$ cat src/rtl/soc_pkg.sv
`default_nettype none

package soc_pkg;

    typedef logic [63:0] xlen_t;    // Register and bus data word
    typedef logic [63:0] addr_t;    // Byte address
    typedef logic [31:0] instr_t;
    typedef logic [7:0]  byte_t;    // Scan code or serial byte
    typedef logic [3:0]  irq_vec_t;

    // Interrupt vector values
    localparam irq_vec_t IRQ_NONE = 4'd0;
    localparam irq_vec_t IRQ_KEY  = 4'd1;   // Keyboard

    // Address map of one memory for ROM and RAM
    localparam addr_t ROM_BASE  = 64'h0000_0000_0000_0000;   // Interrupt routine
    localparam addr_t RAM_BASE  = 64'h0000_0000_0000_0400;   // Entry after reset
    localparam int    MEM_WORDS = 768;                       // 32-bit words
    localparam addr_t KEY_ADDR  = 64'h0000_0000_0000_07F0;   // Read only
    localparam addr_t UART_ADDR = 64'h0000_0000_0000_07F8;   // Write only

    // Opcodes of the supported subset
    localparam logic [6:0] OPC_LUI   = 7'b0110111;
    localparam logic [6:0] OPC_JAL   = 7'b1101111;
    localparam logic [6:0] OPC_LOAD  = 7'b0000011;
    localparam logic [6:0] OPC_STORE = 7'b0100011;

    // MRET has a single fixed encoding
    localparam instr_t MRET_WORD = 32'h3020_0073;

endpackage

`default_nettype wire

$ cat src/rtl/key_irq.sv
`timescale 1ns/1ps
`default_nettype none

module key_irq (
    input  wire               clk,
    input  wire               rst_n,
    input  wire  soc_pkg::byte_t scan_code,
    input  wire               code_valid,
    input  wire               irq_ack,
    output soc_pkg::byte_t    key_code,
    output soc_pkg::irq_vec_t irq_vector,
    output logic              irq_led
);
    import soc_pkg::*;

    // A new code wins over an ack in the same clock, so no key is lost
    always_ff @(posedge clk or negedge rst_n) begin
        if (!rst_n) begin
            key_code   <= '0;
            irq_vector <= IRQ_NONE;
        end else if (code_valid) begin
            key_code   <= scan_code;
            irq_vector <= IRQ_KEY;
        end else if (irq_ack && (irq_vector != IRQ_NONE)) begin
            irq_vector <= IRQ_NONE;   // Request only once per code
        end
    end

    assign irq_led = (irq_vector != IRQ_NONE);   // Lit while the request waits

endmodule

`default_nettype wire

$ cat config.mk
export PLATFORM = sky130hd
export DESIGN_NAME = key_irq
export DESIGN_NICKNAME = d
export VERILOG_FILES = /design/src/rtl/soc_pkg.sv /design/src/rtl/key_irq.sv
export SDC_FILE = /design/constraint.sdc
export NUM_CORES = 1
export LEC_CHECK = 0
export ABC_AREA = 1
export BUFFER_PORTS_ARGS = -buffer_cell sky130_fd_sc_hd__buf_2
export CORE_AREA = 3 3 40 42
export CTS_CLUSTER_DIAMETER = 60
export DETAILED_ROUTE_END_ITERATION = 8
export DIE_AREA = 0 0 43 45
export SETUP_SLACK_MARGIN = 0.1
export SLEW_MARGIN = 20
export SYNTH_ARGS = -nofsm -noshare
export SYNTH_HDL_FRONTEND = slang
export SYNTH_SLANG_ARGS = --single-unit
$ cat constraint.sdc
create_clock -name clk -period 0.8 [get_ports clk]
set_input_delay 0.16 -clock clk [delete_from_list [all_inputs] [get_ports clk]]
set_output_delay 0.16 -clock clk [all_outputs]
set_load 0.05 [all_outputs]
; After elaboration in Yosys (flattened, before gate mapping)
; Index checks and enable logic that the tools add are counted.
[totals]
mem_count = 0
mem_bits_ro = 0
latch_bits = 0
ram_bits = 0
ff_bits = 12
in_bits = 12
[classes]
multipliers = 0
shifts = 0
n_addsub = 0
mux = 2
n_bitwise = 0
magnitude_cmp = 0
reduce_logical = 3
div = 0
eq_ne = 0
[ops]
columns = op, n
row1 = 2-to-1 mux 4 bit, 2
row2 = nonzero test 4 bit, 1
row3 = nonzero test 2 bit, 1
row4 = logical AND 1 bit, 1

; Longest topological paths before layout
[depth]
depth_word = 4
mapped_depth = 4
ltp_nobuf = 3

; Worst setup path after synthesis
; OpenSTA, ideal clock, no wires.
[synth_path]
path_kind = flip-flop to output port
start = register irq_vector[0]
end = output port irq_vector[0]
path_buffers = 1
required_ns = 0.640
t_arrival_ns = 0.904
path_slack_ns = -0.264
stages_incl_launch_ff = 2
cell_sequence = dfrtp_1 > buf_4
[synth_rtl]
columns = element, line_no
row1 = from (decl), key_irq.sv:11  ; output soc_pkg::irq_vec_t irq_vector,
row2 = from (signal assigned), key_irq.sv:20  ; irq_vector <= IRQ_NONE;
row3 = from (signal assigned), key_irq.sv:23  ; irq_vector <= IRQ_KEY;
row4 = from (signal assigned), key_irq.sv:25  ; irq_vector <= IRQ_NONE;
; No word-level cell between the ends.

; Final worst setup path
[layout_path]
start = register irq_vector[0]
end = output port irq_led
[layout_between]
elab_chain_cells = 1
[layout_lines]
columns = element, line_no
row1 = nonzero test 4 bit, key_irq.sv:29  ; assign irq_led = (irq_vector != IRQ_NONE);
row2 = to (decl), key_irq.sv:12  ; output logic irq_led
; No other way between the ends.

==> impl_results.md <==
- CP Buf/Inv Count: 1
- Via/cell ratio: 3.78
- Skew-Pair Late Insertion Delay: 0.25 ns
- Final Hold Fails: 0
- Sequential-to-total area share from yosys stat: 60.0%
- Setup Skew: 0 ns
- N_diodes: 0
- Setup crit start: irq_vector[0]
- Synth cell count leaders: nand2_1 (26), dfrtp_1 (9), buf_4 (4)
- Clock sinks: 9
- Simple-gate share of the synthesized area: 26.0%
- Fin area: 583 um^2
- Crit-path cells: buf_6
- Worst-path fanout max: 3
- Tcrit/Tclk final: 123%
- PD cells: 2130 nW/um^2
- Mean post-synth cell area: 8.73 um^2
- Routed Wire Length: 757 um
- Cell variety after synth: 7
- Fmax: 1.02 GHz
- Vias in the first global route: 285
- Wire per inst: 9.23 um
- Number of flops mapped to enable cells by yosys: 0
- Reg area: 236 um^2
- Critical Path RT: 0.64 ns
- Initial Util: 29.2%
- Failing checks: negative setup slack
- R2R depth: 3
- GRT overflow: 0
- Top post-synthesis cells by area: dfrtp_1 (60%), nand2_1 (26%), buf_4 (8.0%)
- ANT nets after route: 0
- CP endpoint kind: primary output
- Port Buffers: 21
- Most frequent cell after synthesis: nand2_1
- Top delay family on crit path: flip-flops
- VDD IR max: 0.805 mV
- Synth Area in Compound Gates: 0%
- WP data arrival: 0.82 ns
- GRT Resource Usage Total: 9.19%
- Max Slew Vio Count: 0
- Synth Area in XOR/XNOR: 0%
- Core footprint: 1280 um^2
- First-pass GRT wire length: 1300 um
- CTS tree: built
- HP Class: input port to flip-flop
- Synthesized instance count: 43
- Seq cells post-synth: 9
- Initial antenna violation count: 0
- Reg2reg start: key_code[6]
- Area leader, netlist: dfrtp_1
- DRT Pass-1 Iters: 1
- Std-Cell Rows: 13
- Multi-input gate area: 109 um^2
- DR vias: 310
- Clk root buf: clkbuf_4
- Max Cap Viol: 0
- GP Congestion: 0.672
- Worst-path clk slew: 0.06 ns
- Final nets: 80
- Area Overhead vs Synth: 55.3%
- Highest cell delay on the worst timing path: 0.42 ns
- FILL cells: 130
- H-tree levels: 1
- Hold Crit Start: scan_code[6]
- WS Path Type: flip-flop to primary output
- Worst Slack Setup Final: -0.183 ns
- Synth Cell Area: 375 um^2
- I/O pins: 25
- Largest family of logic cells by synthesized area: simple AND/OR/NAND/NOR gates
- TritonCTS buffer count: 3
- Die Y: 45 um
- Final setup violation count: 10
- WP depth: 1
- Die ar.: 1940 um^2
- # DRC: 0
- Worst hold slack: 0.0994 ns
- DP Area: 477 um^2
- TNS Setup: -1.69 ns
- Post-synth top area share: 60.0%
- Pleak: 0.000321 uW
- Syn. warnings: 0
- Layout cell share with drive strength beyond 1: 52.2%
- Multiplexer area fraction after synthesis: 0%
- RSZ-0062 raised after global routing: true
- Worst-path cell with the longest stage delay: dfrtp_2
- Crit path time final: 0.983 ns
- Status: finished with violations
- Clock Path Buffers: 2
- Post-Synth Adder-Cell Area: 0%
- Synth async-reset ratio: 100%
- Die Wd: 43 um
- Top_reg_cell synth: dfrtp_1
- First DRT Iteration DRCs: 0
- Startpoint Class: flip-flop
- Largest net degree at the start of global routing: 10
- Hold path cells: 3
cell type report:
type / count / share of cell area (%)
clock buffer: 4 / 4.51
inverter: 2 / 1.29
multi-input combinational: 29 / 18.7
sequential: 9 / 40.6
tap: 15 / 3.22
timing repair buffer: 23 / 31.8
layer usage:
layer / track usage (%) / share of wire [%] / vias to the layer above
met5: 0 / 0 / -
met4: 5.42 / 0.79 / 0
met3: 2.39 / 11 / 2
met2: 14.4 / 44 / 16
met1: 11.5 / 44 / 125
li1: - / - / 167
path summary, 6_finish.rpt:
check	to	slack [ns]
min	key_code[6]	0.1
max	irq_led	-0.18
min in group asynchronous	key_code[2]	0.29
max reg2reg	key_code[6]	0.07
min reg2reg	key_code[2]	0.49
max in group asynchronous	key_code[1]	0.31
where the power goes:
part           internal (uW)  total, uW  leakage, uW  switching [uW]
logic                    127        378     0.000207             251
registers                502        528    0.0000983            26.9
clock network            191        337    0.0000150             145
through the flow:
step,total power (uW),util [%],std cells,setup WS [ns]
2_1_floorplan,786,-,45,-0.0659
3_3_place_gp,842,37.1,76,0.0461
3_5_place_dp,846,37.1,76,0.0434
4_1_cts,1260,44.8,81,-0.197
5_1_grt,1310,45.4,82,-0.212
6_report,1240,45.4,82,-0.183
cell usage in the layout, fill, tap and decap left out:
cell type and n:
buf_2 11, buf_4 1, inv_2 1, inv_1 1, buf_6 10, conb_1 3
clkbuf_1 1, dlygate4sd3_1 1, nand2_1 26, clkbuf_4 3, dfrtp_2 9
flip-flops by register name (all words and copies together) (netlist names):
| signal | count |
|---|---|
| irq_vector | 1 |
| key_code | 8 |
timing repair:
action / in CTS / in global routing
resized for setup: 20 / 0
hold buffers: 1 / 0
pin swaps: 0 / 1
setup buffers: 0 / 1
endpoints found under the hold margin: 9 / 0
setup endpoints to repair: 10 / 10
logic make-up (layout without fill, tap and decap cells):
kind of cell | count (synthesis) | in the layout
and+or+nand+nor | 26 | 26
other | 1 | 3
buffers and inverters | 7 | 29
DFF | 9 | 9
(Power assumes the default switching activity.)
