`config.mk`:
```
export PLATFORM = sky130hd
export DESIGN_NAME = uart_tx
export DESIGN_NICKNAME = d
export VERILOG_FILES = /design/src/rtl/soc_pkg.sv /design/src/rtl/uart_tx.sv
export SDC_FILE = /design/constraint.sdc
export NUM_CORES = 1
export LEC_CHECK = 0
export ABC_AREA = 0
export BUFFER_PORTS_ARGS = -buffer_cell sky130_fd_sc_hd__clkbuf_2
export CORE_MARGIN = 8
export CORE_UTILIZATION = 45
export CTS_BUF_LIST = sky130_fd_sc_hd__clkbuf_16
export DETAILED_ROUTE_END_ITERATION = 16
export GPL_TIMING_DRIVEN = 1
export HOLD_SLACK_MARGIN = 0.12
export SLEW_MARGIN = 20
export SYNTH_ARGS = -nofsm -noshare
export SYNTH_HDL_FRONTEND = slang
export SYNTH_SLANG_ARGS = --single-unit
```
`constraint.sdc`:
```
create_clock -name clk -period 2.8 [get_ports clk]
set_clock_uncertainty 0.1 [all_clocks]
set_input_delay 0.28 -clock clk [delete_from_list [all_inputs] [get_ports clk]]
set_output_delay 0.28 -clock clk [all_outputs]
set_load 0.05 [all_outputs]
```
`src/rtl/soc_pkg.sv`:
```
`default_nettype none

package soc_pkg;

    typedef logic [63:0] xlen_t;    // Register and bus data word
    typedef logic [63:0] addr_t;    // Byte address
    typedef logic [31:0] instr_t;
    typedef logic [7:0]  byte_t;    // Scan code or serial byte
    typedef logic [3:0]  irq_vec_t;

    // Interrupt vector values
    localparam irq_vec_t IRQ_NONE = 4'd0;
    localparam irq_vec_t IRQ_KEY  = 4'd1;   // Keyboard

    // Address map of one memory for ROM and RAM
    localparam addr_t ROM_BASE  = 64'h0000_0000_0000_0000;   // Interrupt routine
    localparam addr_t RAM_BASE  = 64'h0000_0000_0000_0400;   // Entry after reset
    localparam int    MEM_WORDS = 768;                       // 32-bit words
    localparam addr_t KEY_ADDR  = 64'h0000_0000_0000_07F0;   // Read only
    localparam addr_t UART_ADDR = 64'h0000_0000_0000_07F8;   // Write only

    // Opcodes of the supported subset
    localparam logic [6:0] OPC_LUI   = 7'b0110111;
    localparam logic [6:0] OPC_JAL   = 7'b1101111;
    localparam logic [6:0] OPC_LOAD  = 7'b0000011;
    localparam logic [6:0] OPC_STORE = 7'b0100011;

    // MRET has a single fixed encoding
    localparam instr_t MRET_WORD = 32'h3020_0073;

endpackage

`default_nettype wire

```
`src/rtl/uart_tx.sv`:
```
`timescale 1ns/1ps
`default_nettype none

module uart_tx #(
    parameter int CLKS_PER_BIT = 434
) (
    input  wire                  clk,
    input  wire                  rst_n,
    input  wire                  load,
    input  wire  soc_pkg::byte_t data,
    output logic                 txd,
    output logic                 busy
);

    localparam int TW = $clog2(CLKS_PER_BIT) + 1;

    logic [TW-1:0] timer;
    logic [3:0]    bits_left;   // Data bits plus stop bit still to send
    logic [8:0]    shift;
    logic          bit_done;

    assign bit_done = (timer == TW'(CLKS_PER_BIT - 1));

    always_ff @(posedge clk or negedge rst_n) begin
        if (!rst_n) begin
            txd       <= 1'b1;   // Line idles high
            busy      <= 1'b0;
            timer     <= '0;
            bits_left <= '0;
            shift     <= '1;
        end else if (!busy) begin
            if (load) begin
                txd       <= 1'b0;   // Start bit
                shift     <= {1'b1, data};
                bits_left <= 4'd9;
                timer     <= '0;
                busy      <= 1'b1;
            end
        end else if (!bit_done) begin
            timer <= timer + 1'b1;
        end else begin
            timer <= '0;
            if (bits_left != 4'd0) begin
                txd       <= shift[0];   // LSB first, stop bit last
                shift     <= {1'b1, shift[8:1]};
                bits_left <= bits_left - 1'b1;
            end else begin
                busy <= 1'b0;   // Stop bit period over
            end
        end
    end

endmodule

`default_nettype wire

```
# --- After elaboration in Yosys (flattened, before gate mapping) ---
# Index checks and enable logic that the tools add are counted.
totals:
  regBits: 25
  output_inout_bits: 2
  wordCells: 32
op_classes:
  n_addsub: 2
  n_eq_ne: 3
  n_mux: 19
  reduce_logical: 3
ops:
  columns: ["operator", "count"]
  rows:
  - ["two-way mux 9 bit", 4]
  - ["two-way mux 10 bit", 3]
  - ["two-way mux 4 bit", 4]
  - ["adder 10 x 1 -> 10 bit, second input constant", 1]
  - ["equality test 10 x 9 -> 1 bit, second input constant", 1]
  - ["two-way mux 1 bit", 8]
  - ["inequality test 2 x 1 -> 1 bit, second input constant", 2]
  - ["nonzero test 4 bit", 1]
  - ["subtractor 4 x 1 -> 4 bit, second input constant", 1]
  - ["AND reduction 3 bit", 1]
  - ["nonzero test 2 bit", 1]

# --- Longest topological paths before layout ---
# Gate-level depths: netlist of the first run.
depth:
  ltp_word: 4
  ltp_mapped: 7
  mapped_depth_nobuf: 6

# --- Least setup slack after synthesis of the first run ---
# No wires, ideal clock.
synth_path:
  path_type: "flip-flop to flip-flop"
  from: "reg timer[1]"
  to: "reg shift[0]"
  setup_time_ns: 0.082
  arrival_time_ns: 2.045
  required_time_ns: 2.618
  setup_slack_ns: 0.573
  path_stages_with_launch: 8
  period_less_slack_ns: 2.227
  cell_sequence: "dfrtp_1 > inv_1 > ha_1 > or3b_4 > or4_4 > o21ai_2 > buf_6 > mux2_4"
synth_between:
  elab_chain_len: 3
synth_lines:
  columns: ["item", "line", "text"]
  rows:
  - ["from (decl)", "uart_tx.sv:17", "logic [TW-1:0] timer;"]
  - ["from (signal assigned)", "uart_tx.sv:40", "timer <= timer + 1'b1;"]
  - ["equality test 10 x 9 -> 1 bit", "uart_tx.sv:22", "assign bit_done = (timer == TW'(CLKS_PER_BIT - 1));"]
  - ["inequality test 2 x 1 -> 1 bit (no source line)", null, null]
  - ["AND reduction 3 bit (no source line)", null, null]
  - ["to (signal assigned)", "uart_tx.sv:34", "shift <= {1'b1, data};"]
  - ["to (signal assigned)", "uart_tx.sv:45", "shift <= {1'b1, shift[8:1]};"]
  - ["to (decl)", "uart_tx.sv:19", "logic [8:0] shift;"]
# No other way between the ends.
# A chain may end at the register's enable or synchronous reset.

# --- Final worst setup path of the first run ---
layout_path:
  from: "reg timer[1]"
  to: "reg shift[1]"
# The elaborated chain is that of the path after synthesis.

==> impl_results.md, run 1 <==
- Remaining Overflow, GRT: 0
- Power density normalized to cell area: 694 nW/um2
- Antenna violations before repair: 0
- Cell type with the highest aggregate area in the netlist: dfrtp_1
- Count of nets after finishing: 152
- Routed wire length: 2420 um
- Classification of the worst-slack hold path: primary input to register
- Part of the power in combinational logic: 16.1%
- Placement Rows: 19
- Mean Syn Cell Area: 10.8 um2
- Number of cells produced by synthesis: 123
- Fraction of final layout cells with drive strength greater than 1: 35.8%
- Insertion delay to the later sink of the worst-skew pair: 0.26 ns
- Unrepaired setup endpoints after global routing: no
- Ports placed on the boundary: 13
- Floorplan die area: 4930 um2
- Clock network fraction of total power: 35.0%
- Area fraction of the dominant cell type after synthesis: 28.4%
- Post-cts sizing count: 0
- Number of buffers created by CTS: 3
- Achievable clock frequency: 0.397 GHz
- Count of cell types in the netlist: 38
- Fin Setup TNS: 0 ns
- Die boundary height: 70.2 um
- Clk buf depth: 2
- Crit Path Category: register to register
- Part of the cycle the worst path needs: 89.9%
- Count of final setup violators: 0
- First DRT Iteration DRCs: 60
- Worst setup EP type: register
- Relative max-transition margin: 48.2%
- Top post-synthesis cells by area: dfrtp_1, dfstp_2, mux2_2
- Post-detailed-route wirelength per cell: 14.4 um
- CTS H-tree depth: 1
- Run status: finished clean
- Initial Util: 47.6%
- Floorplan Core Area: 2780 um2
- Placer Congestion: 0.820
- Worst-margin pin slew: 0.776 ns
- Final HPWL DP: 1710 um
- Sequential Area: 612 um2
- Post-CTS setup buffer count: 0
- # DRC: 0
- Global-route total usage across every layer: 10.9%
- Syn Nets: 137
- Final slew viol count: 0
- Root buffer cell: clkbuf_16
- Via count of the first global-routing pass: 930
- Number of buffers added to fix hold violations after cts: 1
- Horizontal die dimension: 70.2 um
- P&R area growth vs syn: 14.4%
- Total clock sinks: 24
- Pin count of the biggest net entering global routing: 25
- Inserted Diodes: 0
- Share of the yosys chip area belonging to registers: 46.2%
- Switching pwr: 283 uW
- Number of maximum-capacitance constraint violations: 0
- Fillers: 244
- TritonCTS clock tree: done
- Number of port buffers: 12
- IR drop worst, VDD: 465 uV
- Crit-path max FO: 7
- Leakage: 0.678 nW
- Proportion of total power due to net switching: 26.9%
- Antenna-violating nets left: 0
- Internal power consumption: 767 uW
- CP Data Required Time: 2.88 ns
- Clock-pin slew of the registers on the worst-case setup and hold paths: 0.06 ns
- Clock period minus final worst setup slack: 2.52 ns
- Final hold violations: 0
- Startpoint type of the worst setup path: register
- Syn. warnings: 0
- Via count: 943
- Syn Std Cell Area: 1320 um2
- Share of power burned in registers: 48.9%
- Global-route wire length before repair: 4570 um
- Number of register bits inferred by synthesis: 24
- Arr. time, crit path: 2.60 ns
- Pre-Repair DR Iteration Count: 4
- Final cell utilization of the core: 54.4%
- Vias per inst: 5.61
- Footprint of the multi-input gates: 652 um2
cell families after synthesis:
kind of cell / Yosys count / share of synthesized area (%)
flops: 24 / 46.2
compound gates: 27 / 14.2
buf+inv: 12 / 4.54
xor+xnor: 1 / 0.662
simple gates: 39 / 15.7
mux: 17 / 15.9
fa+ha+maj: 3 / 2.84
stage by stage:
stage	hold slack, ns	setup WS, ns	cell area [um2]	std cells	total power [mW]
6_report	0.170	0.282	1510	168	1.05
5_1_grt	0.178	0.175	1510	168	1.11
4_1_cts	0.166	0.262	1510	168	1.06
3_5_place_dp	0.214	0.295	1400	163	0.685
3_3_place_gp	0.207	0.346	1400	163	0.679
2_1_floorplan	-0.116	0.573	1320	123	0.652
cells in the mapped netlist:
library cell / count
mux2_4: 6
o21ai_2: 1
o21ai_0: 7
buf_6: 1
nor4b_1: 1
nand2_1: 13
mux2i_1: 3
or3b_4: 1
or3_2: 1
nand3_1: 3
nand2b_1: 3
clkbuf_1: 2
a21oi_1: 5
or3_1: 3
or4_4: 1
o22ai_1: 2
o2bb2ai_1: 1
nand4_1: 2
ha_1: 3
a21o_1: 1
nor2_1: 4
nor4_1: 2
a211o_1: 1
xnor2_1: 1
a22o_1: 1
dfrtp_1: 15
a21o_2: 1
buf_4: 2
mux2_2: 8
nor3b_1: 1
dfstp_2: 9
o22a_2: 1
o22a_1: 1
inv_1: 7
nor3_1: 4
a31oi_1: 3
o41ai_2: 1
o21ba_2: 1
power groups by stage:
stage          sequential, mW  clock, mW  combinational (mW)
6_report                0.514      0.368               0.169
5_1_grt                 0.527      0.390               0.194
4_1_cts                 0.512      0.376               0.172
3_5_place_dp            0.516          0               0.168
3_3_place_gp            0.515          0               0.164
2_1_floorplan           0.482          0               0.170
flip-flops by register name, summed over array words and instances, names as in the netlist:
name       count
txd            1
bits_left      4
timer         10
busy           1
shift          8
critical path, stage by stage, from the launching register on:
cell     delay [ns]
dfrtp_1        0.42
inv_1          0.07
ha_1           0.13
or3b_4         0.39
or4_4          0.47
o21ai_2        0.30
buf_4          0.24
mux2_4         0.31
layout make-up:
type,instances,share of cell area (%)
multi-input combinational,87,43.1
tap,31,2.56
timing repair buffer,15,5.62
inverter,7,1.74
sequential,24,40.4
clock buffer,4,6.61
layer usage:
layer	GRT usage (%)	routed length, um
met2	14.3	998
met3	3.25	112
met5	0	0
met1	16.5	1300
met4	2.68	15
cell usage in the layout (no fill, tap or decap), types with 2 or more instances in the layout:
| cell | n |
|---|---|
| dfstp_2 | 9 |
| o21ai_0 | 7 |
| dfrtp_1 | 15 |
| clkbuf_16 | 4 |
| o22ai_1 | 2 |
| nor3_1 | 4 |
| nand2_1 | 13 |
| nand2b_1 | 3 |
| mux2_4 | 6 |
| a21oi_1 | 5 |
| clkbuf_2 | 12 |
| buf_4 | 2 |
| a31oi_1 | 3 |
| mux2_2 | 8 |
| inv_1 | 7 |
| mux2i_1 | 3 |
| nand4_1 | 2 |
| nor2_1 | 4 |
| nor4_1 | 2 |
| ha_1 | 3 |
| nand3_1 | 3 |
| or3_1 | 3 |
worst paths after layout:
path / startpoint / to / slack (ns) / cells past startpoint
setup / recovery: timer[1] / shift[1] / 0.28 / 7
hold / removal: data[7] / shift[7] / 0.17 / 2
setup reg to reg: timer[1] / shift[1] / 0.28 / 7
hold reg to reg: txd / txd / 0.37 / 2
max in group asynchronous: rst_n / bits_left[3] / 1.77 / 2
min in group asynchronous: rst_n / timer[1] / 0.45 / 2
Power figures use the tool's default switching activity.
==> run 2, diff against run 1 <==
--- a/config.mk
+++ b/config.mk
@@ -13,6 +13,7 @@
 export DETAILED_ROUTE_END_ITERATION = 16
 export GPL_TIMING_DRIVEN = 1
 export HOLD_SLACK_MARGIN = 0.12
+export PLACE_DENSITY_LB_ADDON = 0.12
 export SLEW_MARGIN = 20
 export SYNTH_ARGS = -nofsm -noshare
 export SYNTH_HDL_FRONTEND = slang
==> run 2 against run 1 <==
Hold slack worse by 0.014 ns. Maximum frequency about the same. Final cell count up 0.60%. Wire length up 0.70%. Clock power down 15%. Critical path depth unchanged. Register-to-register slack about the same. Power down 5.3%.
==> impl_results.md, run 2 (same netlist as run 1, synthesis figures left out) <==
- Relative max-transition margin: 55.6% (was 48.2%)
- Number of maximum-capacitance constraint violations: 0 (unchanged)
- Count of final setup violators: 0 (unchanged)
- Post-cts sizing count: 0 (unchanged)
- Crit Path Category: register to register (unchanged)
- Number of flip-flops under the largest register name: 10 (unchanged)
- Leakage: 0.671 nW (was 0.678 nW)
- Worst setup EP type: register (unchanged)
- Ports placed on the boundary: 13 (unchanged)
- Slowest cell on the critical path: or4_4 (unchanged)
- Routed wire length: 2440 um (was 2420 um)
- Final hold violations: 0 (unchanged)
- Cell breakdown of the critical path: inv_1, ha_1, or3b_4, or4_4, o21ai_2, buf_4, mux2_4 (unchanged)
- Pre-Repair DR Iteration Count: 4 (unchanged)
- Insertion delay to the later sink of the worst-skew pair: 0.26 ns (about the same)
- Floorplan Core Area: 2780 um2 (unchanged)
- Number of port buffers: 12 (unchanged)
- Floorplan die area: 4930 um2 (unchanged)
- CP delay by family, top: simple AND/OR/NAND/NOR gates (unchanged)
- Post-detailed-route wirelength per cell: 14.4 um (about the same)
- Delay of the slowest cell on the worst path: 0.47 ns (about the same)
- Achievable clock frequency: 0.397 GHz (about the same)
- Global-route wire length before repair: 4190 um (was 4570 um)
- Count of buffer and inverter cells on the critical path: 2 (unchanged)
- Initial Util: 47.6% (unchanged)
- Worst-margin pin slew: 0.663 ns (was 0.776 ns)
- Unrepaired setup endpoints after global routing: no (unchanged)
- Sequential Area: 612 um2 (unchanged)
- Final slew viol count: 0 (unchanged)
- Largest registers in the final layout: timer (10), shift (8), bits_left (4) (unchanged)
- Hold Startpoint: data[7] (unchanged)
- Footprint of the multi-input gates: 652 um2 (unchanged)
- Arr. time, crit path: 2.61 ns (was 2.60 ns)
- Clock period minus final worst setup slack: 2.52 ns (about the same)
- Pin count of the biggest net entering global routing: 25 (unchanged)
- Startpoint type of the worst setup path: register (unchanged)
- Fillers: 246 (was 244)
- Remaining Overflow, GRT: 0 (unchanged)
- P&R area growth vs syn: 13.3% (was 14.4%)
- IR drop worst, VDD: 539 uV (was 465 uV)
- Number of buffers added to fix hold violations after cts: 1 (unchanged)
- Part of the cycle the worst path needs: 90.0% (was 89.9%)
- Power density normalized to cell area: 663 nW/um2 (was 694 nW/um2)
- Final HPWL DP: 1790 um (was 1710 um)
- Inserted Diodes: 0 (unchanged)
- Fraction of final layout cells with drive strength greater than 1: 35.5% (was 35.8%)
- Post-CTS setup buffer count: 0 (unchanged)
- Fin Setup TNS: 0 ns (unchanged)
- CP Launch Point: timer[1] (unchanged)
- Global-route total usage across every layer: 10.1% (was 10.9%)
- Via count: 962 (was 943)
- Count of nets after finishing: 153 (was 152)
- Launch point of the worst reg-to-reg path: timer[1] (unchanged)
- Most common cell after layout, fill and taps aside: dfrtp_1 (unchanged)
- Clock-pin slew of the registers on the worst-case setup and hold paths: 0.06 ns (about the same)
- Placement Rows: 19 (unchanged)
- Number of buffers created by CTS: 3 (unchanged)
- Antenna violations before repair: 0 (unchanged)
- TritonCTS clock tree: done (unchanged)
- CP Data Required Time: 2.89 ns (was 2.88 ns)
- Die boundary height: 70.2 um (unchanged)
- First DRT Iteration DRCs: 42 (was 60)
- Root buffer cell: clkbuf_16 (unchanged)
- # DRC: 0 (unchanged)
- Antenna-violating nets left: 0 (unchanged)
- Commonest non-fill, non-tap cells in the layout: dfrtp_1, nand2_1, clkbuf_2 (unchanged)
- Reg with most FFs: timer (unchanged)
- Run status: finished clean (unchanged)
- Placer Congestion: 0.801 (was 0.820)
- Clk buf depth: 2 (unchanged)
- Classification of the worst-slack hold path: primary input to register (unchanged)
- Crit-path max FO: 7 (unchanged)
- Via count of the first global-routing pass: 900 (was 930)
- Final cell utilization of the core: 53.9% (was 54.4%)
- CTS H-tree depth: 1 (unchanged)
- Vias per inst: 5.69 (was 5.61)
- Horizontal die dimension: 70.2 um (unchanged)
- Total clock sinks: 24 (unchanged)
[run 2: metrics by stage]
stage / cell area, um2 / instances / total power [mW] / setup WS (ns) / hold slack, ns
after detailed placement: 1410 / 164 / 0.688 / 0.280 / 0.214
after global placement: 1410 / 164 / 0.679 / 0.345 / 0.208
after CTS: 1500 / 169 / 1.00 / 0.275 / 0.156
after global routing: 1500 / 169 / 1.05 / 0.205 / 0.167
after floorplan: 1320 / 123 / 0.652 / 0.573 / -0.116
final: 1500 / 169 / 0.994 / 0.280 / 0.157
[run 2: layout make-up]
class / instances / area share [%]
inverters: 7 / 1.75
repair buffers: 16 / 6.17
clock buffers: 3 / 5.00
multi-input cells: 87 / 43.5
clock inverters: 1 / 0.250
well taps: 31 / 2.59
flip-flops and latches: 24 / 40.8
[run 2: per-layer routing]
metal  track usage [%]  up-vias  part of all wire, %
met1              14.2      466                   51
met2              14.4       16                   44
met4              3.35        0                  1.3
met3              2.97        4                  3.7
met5                 0        -                    0
li1                  -      476                    -
[run 2: worst paths after layout]
kind | endpoint | slack [ns] | cells past startpoint
min in group asynchronous | timer[6] | 0.46 | 2
setup / recovery | shift[3] | 0.28 | 7
max in group asynchronous | timer[3] | 1.76 | 2
hold / removal | shift[7] | 0.16 | 2
hold reg to reg | txd | 0.37 | 2
setup reg to reg | shift[3] | 0.28 | 7
[run 2: worst reg2reg max path, stage by stage, from the launching register on]
cell and delay (ns):
dfrtp_1 0.42, inv_1 0.07, ha_1 0.12, or3b_4 0.38, or4_4 0.47, o21ai_2 0.33
buf_4 0.24, mux2_4 0.31
[run 2: where the power goes]
| part | internal, mW | total, mW | leakage, nW | switching [mW] |
|---|---|---|---|---|
| Combinational | 0.0934 | 0.171 | 0.360 | 0.0771 |
| Clock | 0.191 | 0.311 | 0.0385 | 0.120 |
| Sequential | 0.426 | 0.513 | 0.272 | 0.0871 |
