File: src/rtl/soc_pkg.sv
`default_nettype none

package soc_pkg;

    typedef logic [63:0] xlen_t;    // Register and bus data word
    typedef logic [63:0] addr_t;    // Byte address
    typedef logic [31:0] instr_t;
    typedef logic [7:0]  byte_t;    // Scan code or serial byte
    typedef logic [3:0]  irq_vec_t;

    // Interrupt vector values
    localparam irq_vec_t IRQ_NONE = 4'd0;
    localparam irq_vec_t IRQ_KEY  = 4'd1;   // Keyboard

    // Address map of one memory for ROM and RAM
    localparam addr_t ROM_BASE  = 64'h0000_0000_0000_0000;   // Interrupt routine
    localparam addr_t RAM_BASE  = 64'h0000_0000_0000_0400;   // Entry after reset
    localparam int    MEM_WORDS = 768;                       // 32-bit words
    localparam addr_t KEY_ADDR  = 64'h0000_0000_0000_07F0;   // Read only
    localparam addr_t UART_ADDR = 64'h0000_0000_0000_07F8;   // Write only

    // Opcodes of the supported subset
    localparam logic [6:0] OPC_LUI   = 7'b0110111;
    localparam logic [6:0] OPC_JAL   = 7'b1101111;
    localparam logic [6:0] OPC_LOAD  = 7'b0000011;
    localparam logic [6:0] OPC_STORE = 7'b0100011;

    // MRET has a single fixed encoding
    localparam instr_t MRET_WORD = 32'h3020_0073;

endpackage

`default_nettype wire

File: src/rtl/mini_core.sv
`timescale 1ns/1ps
`default_nettype none

module mini_core #(
    parameter int STEP_DIV = 4
) (
    input  wire                     clk,
    input  wire                     rst_n,
    input  wire  soc_pkg::instr_t   instr,
    output soc_pkg::addr_t          pc,
    input  wire  soc_pkg::irq_vec_t irq_vector,
    output logic                    irq_ack,
    output logic                    heartbeat,
    output soc_pkg::addr_t          bus_address,
    output soc_pkg::xlen_t          bus_write_data,
    output logic                    bus_write_enable,
    output logic                    bus_read_enable,
    input  wire  soc_pkg::xlen_t    bus_read_data
);
    import soc_pkg::*;

    localparam int CW = $clog2(STEP_DIV);

    typedef enum logic [1:0] {
        ST_EXEC,
        ST_BUBBLE,
        ST_LOAD     // Second phase of LW
    } state_t;

    state_t        state;
    logic [CW-1:0] step_cnt;
    logic          step;
    logic          in_service;
    addr_t         mepc;       // Saved return pc
    xlen_t         regs [32];
    logic [6:0]    opcode;
    logic [4:0]    rd;
    logic [4:0]    rs2;
    xlen_t         imm_u;
    xlen_t         imm_i;
    xlen_t         imm_s;
    xlen_t         imm_j;
    xlen_t         rs2_val;
    logic          irq_take;
    logic          rf_we;
    xlen_t         rf_wdata;

    assign step = (step_cnt == CW'(STEP_DIV - 1));

    assign opcode = instr[6:0];
    assign rd     = instr[11:7];
    assign rs2    = instr[24:20];
    assign imm_u  = {{32{instr[31]}}, instr[31:12], 12'b0};
    assign imm_i  = {{52{instr[31]}}, instr[31:20]};
    assign imm_s  = {{52{instr[31]}}, instr[31:25], instr[11:7]};
    assign imm_j  = {{43{instr[31]}}, instr[31], instr[19:12], instr[20], instr[30:21], 1'b0};

    assign rs2_val = (rs2 == 5'd0) ? '0 : regs[rs2];   // x0 reads as zero

    // Never break into the middle of a load
    assign irq_take = (irq_vector == IRQ_KEY) && !in_service && (state != ST_LOAD);

    always_ff @(posedge clk or negedge rst_n) begin
        if (!rst_n) begin
            step_cnt <= '0;
        end else if (step) begin
            step_cnt <= '0;
        end else begin
            step_cnt <= step_cnt + 1'b1;
        end
    end

    // Register file write select
    always_comb begin
        rf_we    = 1'b0;
        rf_wdata = imm_u;
        if (step && !irq_take) begin
            if (state == ST_LOAD) begin
                rf_we    = 1'b1;
                rf_wdata = {{32{bus_read_data[31]}}, bus_read_data[31:0]};   // LW sign-extends
            end else if (state == ST_EXEC && opcode == OPC_LUI) begin
                rf_we = 1'b1;
            end else if (state == ST_EXEC && opcode == OPC_JAL) begin
                rf_we    = 1'b1;
                rf_wdata = pc + 64'd4;   // Link address
            end
        end
    end

    always_ff @(posedge clk) begin
        if (rf_we && (rd != 5'd0)) begin
            regs[rd] <= rf_wdata;
        end
    end

    always_ff @(posedge clk or negedge rst_n) begin
        if (!rst_n) begin
            state            <= ST_EXEC;
            pc               <= RAM_BASE;
            mepc             <= RAM_BASE;
            in_service       <= 1'b0;
            irq_ack          <= 1'b0;
            heartbeat        <= 1'b0;
            bus_address      <= '0;
            bus_write_data   <= '0;
            bus_write_enable <= 1'b0;
            bus_read_enable  <= 1'b0;
        end else begin
            irq_ack          <= 1'b0;   // All strobes last one clock
            bus_write_enable <= 1'b0;
            bus_read_enable  <= 1'b0;
            if (step) begin
                heartbeat <= ~heartbeat;
                if (irq_take) begin
                    mepc       <= pc;   // Instruction not yet executed
                    pc         <= ROM_BASE;
                    in_service <= 1'b1;
                    irq_ack    <= 1'b1;
                    state      <= ST_BUBBLE;
                end else begin
                    case (state)
                        ST_BUBBLE: state <= ST_EXEC;
                        ST_LOAD: begin
                            pc    <= pc + 64'd4;
                            state <= ST_EXEC;
                        end
                        default: begin
                            if (instr == MRET_WORD) begin
                                pc         <= mepc;
                                in_service <= 1'b0;
                                state      <= ST_BUBBLE;
                            end else begin
                                case (opcode)
                                    OPC_JAL: begin
                                        pc    <= pc + imm_j;
                                        state <= ST_BUBBLE;
                                    end
                                    OPC_LOAD: begin     // Base is always x0
                                        bus_address     <= imm_i;
                                        bus_read_enable <= 1'b1;
                                        state           <= ST_LOAD;
                                    end
                                    OPC_STORE: begin
                                        bus_address      <= imm_s;
                                        bus_write_data   <= rs2_val;
                                        bus_write_enable <= 1'b1;
                                        pc               <= pc + 64'd4;
                                    end
                                    default: pc <= pc + 64'd4;   // LUI, unknown as nop
                                endcase
                            end
                        end
                    endcase
                end
            end
        end
    end

endmodule

`default_nettype wire

File: config.mk
export PLATFORM = sky130hd
export DESIGN_NAME = mini_core
export DESIGN_NICKNAME = d
export VERILOG_FILES = /design/src/rtl/soc_pkg.sv /design/src/rtl/mini_core.sv
export SDC_FILE = /design/constraint.sdc
export NUM_CORES = 2
export LEC_CHECK = 0
export BUFFER_PORTS_ARGS = -buffer_cell sky130_fd_sc_hd__buf_2
export CAP_MARGIN = 10
export CORE_UTILIZATION = 40
export DETAILED_ROUTE_END_ITERATION = 10
export MAX_ROUTING_LAYER = met4
export PLACE_DENSITY = 0.62
export RECOVER_POWER = 100
export SLEW_MARGIN = 10
export SYNTH_ARGS = -nofsm -noshare
export SYNTH_HDL_FRONTEND = slang
export SYNTH_SLANG_ARGS = --single-unit
File: constraint.sdc
create_clock -name clk -period 7.4 [get_ports clk]
set_clock_uncertainty 0.05 [all_clocks]
set_input_delay 0.37 -clock clk [delete_from_list [all_inputs] [get_ports clk]]
set_output_delay 0.37 -clock clk [all_outputs]
set_load 0.03 [all_outputs]
After elaboration in Yosys (flattened, before gate mapping)
Memory sizes are Yosys's and may differ from the RTL's.
Index checks and enable logic that the tools add are counted.
Widths: inputs -> output; s select.
Operators by class
  $add $sub $neg: 3
  equal/unequal tests: 13
  multiplexer cells: 36
  bitwise gates (word level): 4
  reductions and logical operators: 21
Operators by type and width (count)
  $mux 64: 7
  $pmux 64 s2: 3
  $add 64x3->64 const B: 1
  $add 64x64->64: 1
  $eq 32x30->1 const B: 1
  $mux 1: 21
  $eq 7x6->1 const B: 2
  $reduce_and 5->1: 2
  $reduce_bool 5->1: 2
  $mux 2: 4
  $eq 7x2->1 const B: 1
  $eq 7x7->1 const B: 1
  $logic_and 1x1->1: 6
  $reduce_and 3->1: 2
  $logic_not 5->1: 1
  $eq 2x2->1 const B: 2
  $eq 4x1->1 const B: 1
  $ne 2x2->1 const B: 2
  $ne 4x4->1 const B: 1
  $not 1->1: 4
  $pmux 2 s2: 1
  $reduce_and 2->1: 2
  $reduce_bool 2->1: 2
  $add 2x1->2 const B: 1
  other kinds (5): 6
Word-level totals
  register bits: 265
  bits in writable memories: 2048
  bits of input ports: 102
  output and inout port bits: 196
  word-level logic and storage cells: 89
  memories: 1
Memories
  regs: words 32, width 64, rd ports 1, clocked after memory_dff 0, wr ports 1, line mini_core.sv:35  | xlen_t regs [32];

Longest topological paths before layout
  word-level depth: 9
  gate-level depth with buffers: 13
  depth with buffers taken out: 12

Worst setup path before layout
No wires, ideal clock.
  path type: register to register
  start point: reg state[0]
  end point: mem regs[16][0] in the netlist's numbering (enable)
  setup time: 0.565 ns
  arrival: 6.097 ns
  data required time: 6.785 ns
  path slack: 0.688 ns
  cell stages (with the launch flop): 10
  buffers on the path: 1
  period minus slack after synthesis: 6.712 ns
  cells stage by stage: dfrtp_1 inv_1 ha_1 or4_1 nor2_1 nor2b_1 clkbuf_1 o31ai_1 or3_1 nor3_1
On the way
  word-level cells in the longest chain between the ends: 9
  elaborated cells between the ends (all ways): 15
  those cells by class: 2 x eq/ne; 6 x mux; 7 x reduce/logical
RTL lines
  start: declaration: line mini_core.sv:30  | state_t state;
  start signal: assignment: line mini_core.sv:98  | state <= ST_EXEC;
  start signal: assignment: line mini_core.sv:119  | state <= ST_BUBBLE;
  start signal: assignment: line mini_core.sv:122  | ST_BUBBLE: state <= ST_EXEC;
  $logic_not 2->1: line mini_core.sv:81, mini_core.sv:83
  $logic_and 1x1->1: line mini_core.sv:83  | end else if (state == ST_EXEC && opcode == OPC_JAL) begin
  $mux 1: line mini_core.sv:83
  $mux 1: line mini_core.sv:81  | end else if (state == ST_EXEC && opcode == OPC_LUI) begin
  $mux 1: line mini_core.sv:78  | if (state == ST_LOAD) begin
  $mux 1 (*): line mini_core.sv:77  | if (step && !irq_take) begin
  $logic_and 1x1->1 (*): line mini_core.sv:91  | if (rf_we && (rd != 5'd0)) begin
  $mux 1 (*): line mini_core.sv:91
  $mux 1 (implied by the code) (*): line mini_core.sv:92  | regs[rd] <= rf_wdata;
  end: declaration: line mini_core.sv:35
Every way passes the cells marked *; elsewhere a longest branch is shown, timed or not.

Worst setup path in the final report
  start point: reg pc[2]
  end point: mem regs[18][48] in the netlist's numbering (data pin)
On the way
  word-level cells in the longest chain between the ends: 5
RTL lines
  start: declaration: line mini_core.sv:10  | output soc_pkg::addr_t pc,
  start signal: assignment: line mini_core.sv:124  | pc <= pc + 64'd4;
  start signal: assignment: line mini_core.sv:129  | pc <= mepc;
  start signal: assignment: line mini_core.sv:135  | pc <= pc + imm_j;
  $add 64x3->64: line mini_core.sv:85  | rf_wdata = pc + 64'd4;
  $mux 64: line mini_core.sv:83
  $mux 64: line mini_core.sv:81
  $mux 64: line mini_core.sv:78
  $mux 64: line mini_core.sv:77
  via rf_wdata[48]: line mini_core.sv:46  | xlen_t rf_wdata;
The timed path passes the listed nets, and every way through them passes these cells.

==> tab_implementation.tex <==
\begin{tabular}{lr}
\hline
Metric & Value \\
\hline
\multicolumn{2}{l}{\textbf{GRT}} \\
Global route overflow & 0 \\
Met2 global-route usage & 35.06\% \\
Largest net degree at the start of global routing & 131 \\
Met3 track demand over resource & 3.836\% \\
GRT busiest layer & met2 \\
First-pass GRT wire length & 369.8 mm \\
Overall routing resource usage & 22.63\% \\
Routing usage on met1 & between 30\% and 40\% \\
Via count of the first global-routing pass & approximately 51000 \\
Antenna violations before repair & 6 \\
\multicolumn{2}{l}{\textbf{Status}} \\
Outcome & finished with violations \\
Violations in the final reports & capacitance limit, slew limit \\
\multicolumn{2}{l}{\textbf{Routing}} \\
Via density & 5.877 \\
Antenna viol nets, final & 0 \\
Initial detailed-routing violation count & 6386 \\
\# DRC & 0 \\
Number of iterations in the first detailed-routing pass & 5 \\
Total detailed-routing wirelength & 259.4 mm \\
Average detailed-routed wire length per instance & 30.27 um \\
Total vias in the final route & roughly 50000 \\
\multicolumn{2}{l}{\textbf{Clock tree}} \\
Number of clock sinks seen by CTS & 2261 \\
\# H-tree levels & 4 \\
Buffer count from post-CTS setup fixing & 0 \\
Number of buffers created by CTS & 219 \\
Clock transition at the registers of the reported paths & 0.06 ns \\
CTS Root Buffer Type & sky130\_fd\_sc\_hd\_\_clkbuf\_16 \\
Clock tree from TritonCTS & yes \\
Worst-Skew Late Latency & approximately 0.90 ns \\
CTS hold repair buffers & 16 \\
Buffers from clock root to sink, at most & 3 \\
Number of cells upsized or downsized after cts & 0 \\
\multicolumn{2}{l}{\textbf{Final layout}} \\
Layout filler cell count & $\sim$19000 \\
Area delta synth->final & 13.26\% \\
Proportion of layout cells with a drive suffix above 1 & between 20\% and 30\% \\
Total Nets Final & $\sim$5500 \\
\multicolumn{2}{l}{\textbf{Floorplan}} \\
Number of top-level pins & 298 \\
Die Height & between 400 and 500 um \\
CORE AREA & approximately 230000 um2 \\
Width of the die & 485.0 um \\
Die Outline Area & 235200 um2 \\
Initial Utilization & 40.40\% \\
Number of rows created at floorplan & roughly 180 \\
\multicolumn{2}{l}{\textbf{Power and ir drop}} \\
Worst vdd ir & 0.0002379 V \\
Total power divided by cell area & 262.2 nW/um2 \\
Total Power & 27.71 mW \\
Leak & around 34 nW \\
\multicolumn{2}{l}{\textbf{STA}} \\
RSZ-0062 raised after global routing & false \\
Final worst path period need & 6.015 ns \\
Number of hold-slack violations in the final timing report & 0 \\
Worst max-slew margin expressed relative to the limit & -195.7\% \\
Final sum of negative setup slack & 0 ns \\
Transition time at the pin with the least slew margin & 4.436 ns \\
Achievable Freq & 166.3 MHz \\
Final critical-path share of the clock period & 81.28\% \\
Count of endpoints failing setup in the final report & 0 \\
Setup slack of the critical path after layout & 1.385 ns \\
Number of pins exceeding their max-slew limit in the final report & 1771 \\
\multicolumn{2}{l}{\textbf{Worst setup path}} \\
Category of the worst setup path launch point & flip-flop \\
Arrival time worst endpoint & 6.32 ns \\
Worst EP required & 7.70 ns \\
Critical path type & reg2reg \\
Crit end category & flip-flop \\
Maximum fanout along the worst path & 32 \\
\multicolumn{2}{l}{\textbf{Placement}} \\
Half-perimeter wire length after detailed placement & 142.6 mm \\
Number of buffer cells added on primary ports & $\sim$270 \\
Routability congestion estimate & 0.9232 \\
Place WS & between 2 and 3 ns \\
\multicolumn{2}{l}{\textbf{Synthesis}} \\
Share of flip-flops with an asynchronous set or reset & 9.421\% \\
Largest cells by area after synthesis & sky130\_fd\_sc\_hd\_\_edfxtp\_1 66\%, sky130\_fd\_sc\_hd\_\_mux4\_2 15\%, sky130\_fd\_sc\_hd\_\_dfrtp\_1 5.7\%, sky130\_fd\_sc\_hd\_\_nand2\_1 1.4\%, sky130\_fd\_sc\_hd\_\_o21ai\_0 1.3\% \\
Adder-Cell Fraction of Synth Area & less than 1\% \\
Number of register bits inferred by synthesis & 2261 \\
Primary FF master, synth & sky130\_fd\_sc\_hd\_\_edfxtp\_1 \\
Main combinational cell family by area after synthesis & multiplexers \\
Post-synth EDFFs & between 2000 and 2500 \\
Cells after Synth & 4989 \\
Area share of the largest cell type after synthesis & 65.90\% \\
Mean instance size in the synthesized netlist & 18.71 um2 \\
Complex-gate fraction of the synthesized area & 4.431\% \\
Count of cell types in the netlist & 100 \\
Post-synth design cell area & 93320 um2 \\
Sequential fraction of the synthesis area & 71.61\% \\
Cell type contributing the most total cell area after synthesis & sky130\_fd\_sc\_hd\_\_edfxtp\_1 \\
Multiplexer share of the synthesized area & 16.40\% \\
Synthesized-area fraction occupied by and/or/nand/nor cells & 3.753\% \\
Synthesis Warnings & 0 \\
Xor/xnor share of the synthesized area & 1.012\% \\
\multicolumn{2}{l}{\textbf{Hold path}} \\
Path class of the lowest-slack min-delay path & in2reg \\
\multicolumn{2}{l}{\textbf{Job}} \\
Max capacitance violation total & 53 \\
\hline
\end{tabular}
power breakdown:
| group | switching [mW] | internal (mW) |
|---|---|---|
| logic | 1.48 | 0.824 |
| registers | 0.223 | 14.0 |
| clock network | 4.91 | 6.26 |
flip-flops by register name, indices dropped and copies added, names as in the netlist:
name              count
pc                   64
bus_write_enable      1
state                 2
in_service            1
heartbeat             1
bus_write_data       64
mepc                 64
regs               2048
step_cnt              2
bus_read_enable       1
bus_address          12
irq_ack               1
cells in the mapped netlist (19+ instances only):
cell type                     n
sky130_fd_sc_hd__clkbuf_1   201
sky130_fd_sc_hd__mux2i_1     72
sky130_fd_sc_hd__o22ai_1     21
sky130_fd_sc_hd__inv_1       54
sky130_fd_sc_hd__buf_4       55
sky130_fd_sc_hd__buf_1       50
sky130_fd_sc_hd__o31ai_1     20
sky130_fd_sc_hd__xnor2_1     76
sky130_fd_sc_hd__mux4_2     640
sky130_fd_sc_hd__a22oi_1     28
sky130_fd_sc_hd__o21ai_0    240
sky130_fd_sc_hd__and3_1      22
sky130_fd_sc_hd__a21o_1      38
sky130_fd_sc_hd__nand3_1     48
sky130_fd_sc_hd__edfxtp_1  2048
sky130_fd_sc_hd__buf_2       19
sky130_fd_sc_hd__nor2_1     164
sky130_fd_sc_hd__nand4_1     27
sky130_fd_sc_hd__nor3_1      41
sky130_fd_sc_hd__nand2_1    353
sky130_fd_sc_hd__a21oi_1    182
sky130_fd_sc_hd__xor2_1      30
sky130_fd_sc_hd__dfrtp_1    211
sky130_fd_sc_hd__ha_1        67
per-layer routing:
| metal | wire length, um | up-vias |
|---|---|---|
| li1 | - | 20920 |
| met1 | 108600 | 26840 |
| met2 | 124500 | 2259 |
| met4 | 5692 | 0 |
| met3 | 20640 | 352 |
| met5 | 0 | - |
metrics by stage:
stage,hold WS [ns],utilization (%),instance area [um2],cells
2_1_floorplan,0.02441,-,93560,5052
6_report,0.03071,45.76,105700,8569
3_5_place_dp,0.3661,42.86,99020,8141
3_3_place_gp,0.3641,42.86,99020,8141
5_1_grt,0.07300,45.76,105700,8567
4_1_cts,0.03666,46.03,106300,8564
critical path: stages (launching register included):
cell,delay (ns)
sky130_fd_sc_hd__dfrtp_1,0.59
sky130_fd_sc_hd__ha_1,0.34
sky130_fd_sc_hd__nand2_1,0.15
sky130_fd_sc_hd__nor4_1,1.34
sky130_fd_sc_hd__nand3_2,0.53
sky130_fd_sc_hd__nor2_1,0.30
sky130_fd_sc_hd__and3_1,0.20
sky130_fd_sc_hd__xor2_1,0.23
sky130_fd_sc_hd__o21ai_0,0.12
sky130_fd_sc_hd__a21oi_1,1.64
layout by cell type (no fill, tap or decap), drive strengths merged, types with 19 or more instances in the layout:
cell type	n
nor2	168
edfxtp	2048
clkinv	93
dfrtp	211
and3	23
mux4	640
a22oi	28
o31ai	20
clkbuf	521
mux2i	72
a21o	38
nand4	28
conb	64
nand3	51
xor2	31
inv	65
ha	67
o22ai	21
nor3	42
buf	150
nand2	354
xnor2	76
o21ai	256
a21oi	183
bufinv	19
worst paths after layout:
kind                                       startpoint                          to  depth (start not counted)  slack [ns]
worst max-delay path                pc[2]$_DFFE_PN0P_      regs[18][48]$_DFFE_PP_                          9        1.39
worst min-delay path                        instr[20]  bus_address[0]$_DFFE_PN0P_                          3        0.03
worst max register to register      pc[2]$_DFFE_PN0P_      regs[18][48]$_DFFE_PP_                          9        1.39
worst min register to register  step_cnt[0]$_DFF_PN0_       step_cnt[0]$_DFF_PN0_                          1        0.37
max in group asynchronous                       rst_n          pc[38]$_DFFE_PN0P_                          3        2.60
min in group asynchronous                       rst_n   bus_read_enable$_DFF_PN0_                          2        0.06
final cells by class:
type	instances	area (um2)	share of cell area, %
tap	3026	3786	3.582
clock inverter	132	1333	1.261
clock buffer	275	5823	5.509
antenna	5	12.51	0.01184
inverter	55	206.4	0.1953
multi-input combinational	2403	25290	23.92
timing repair buffer	412	2421	2.290
sequential	2261	66830	63.23
cell families (layout without fill, tap and decap cells):
kind of cell | count (synthesis) | in the layout
AND/OR/NAND/NOR | 755 | 755
other | 1 | 69
AO/OA/AOI/OAI | 682 | 682
multiplexers | 727 | 727
buffers and inverters | 388 | 874
adder cells (fa/ha/maj) | 68 | 68
flip-flops | 2261 | 2261
XOR/XNOR | 107 | 107
Note: power is estimated with default switching activity, not from simulation.
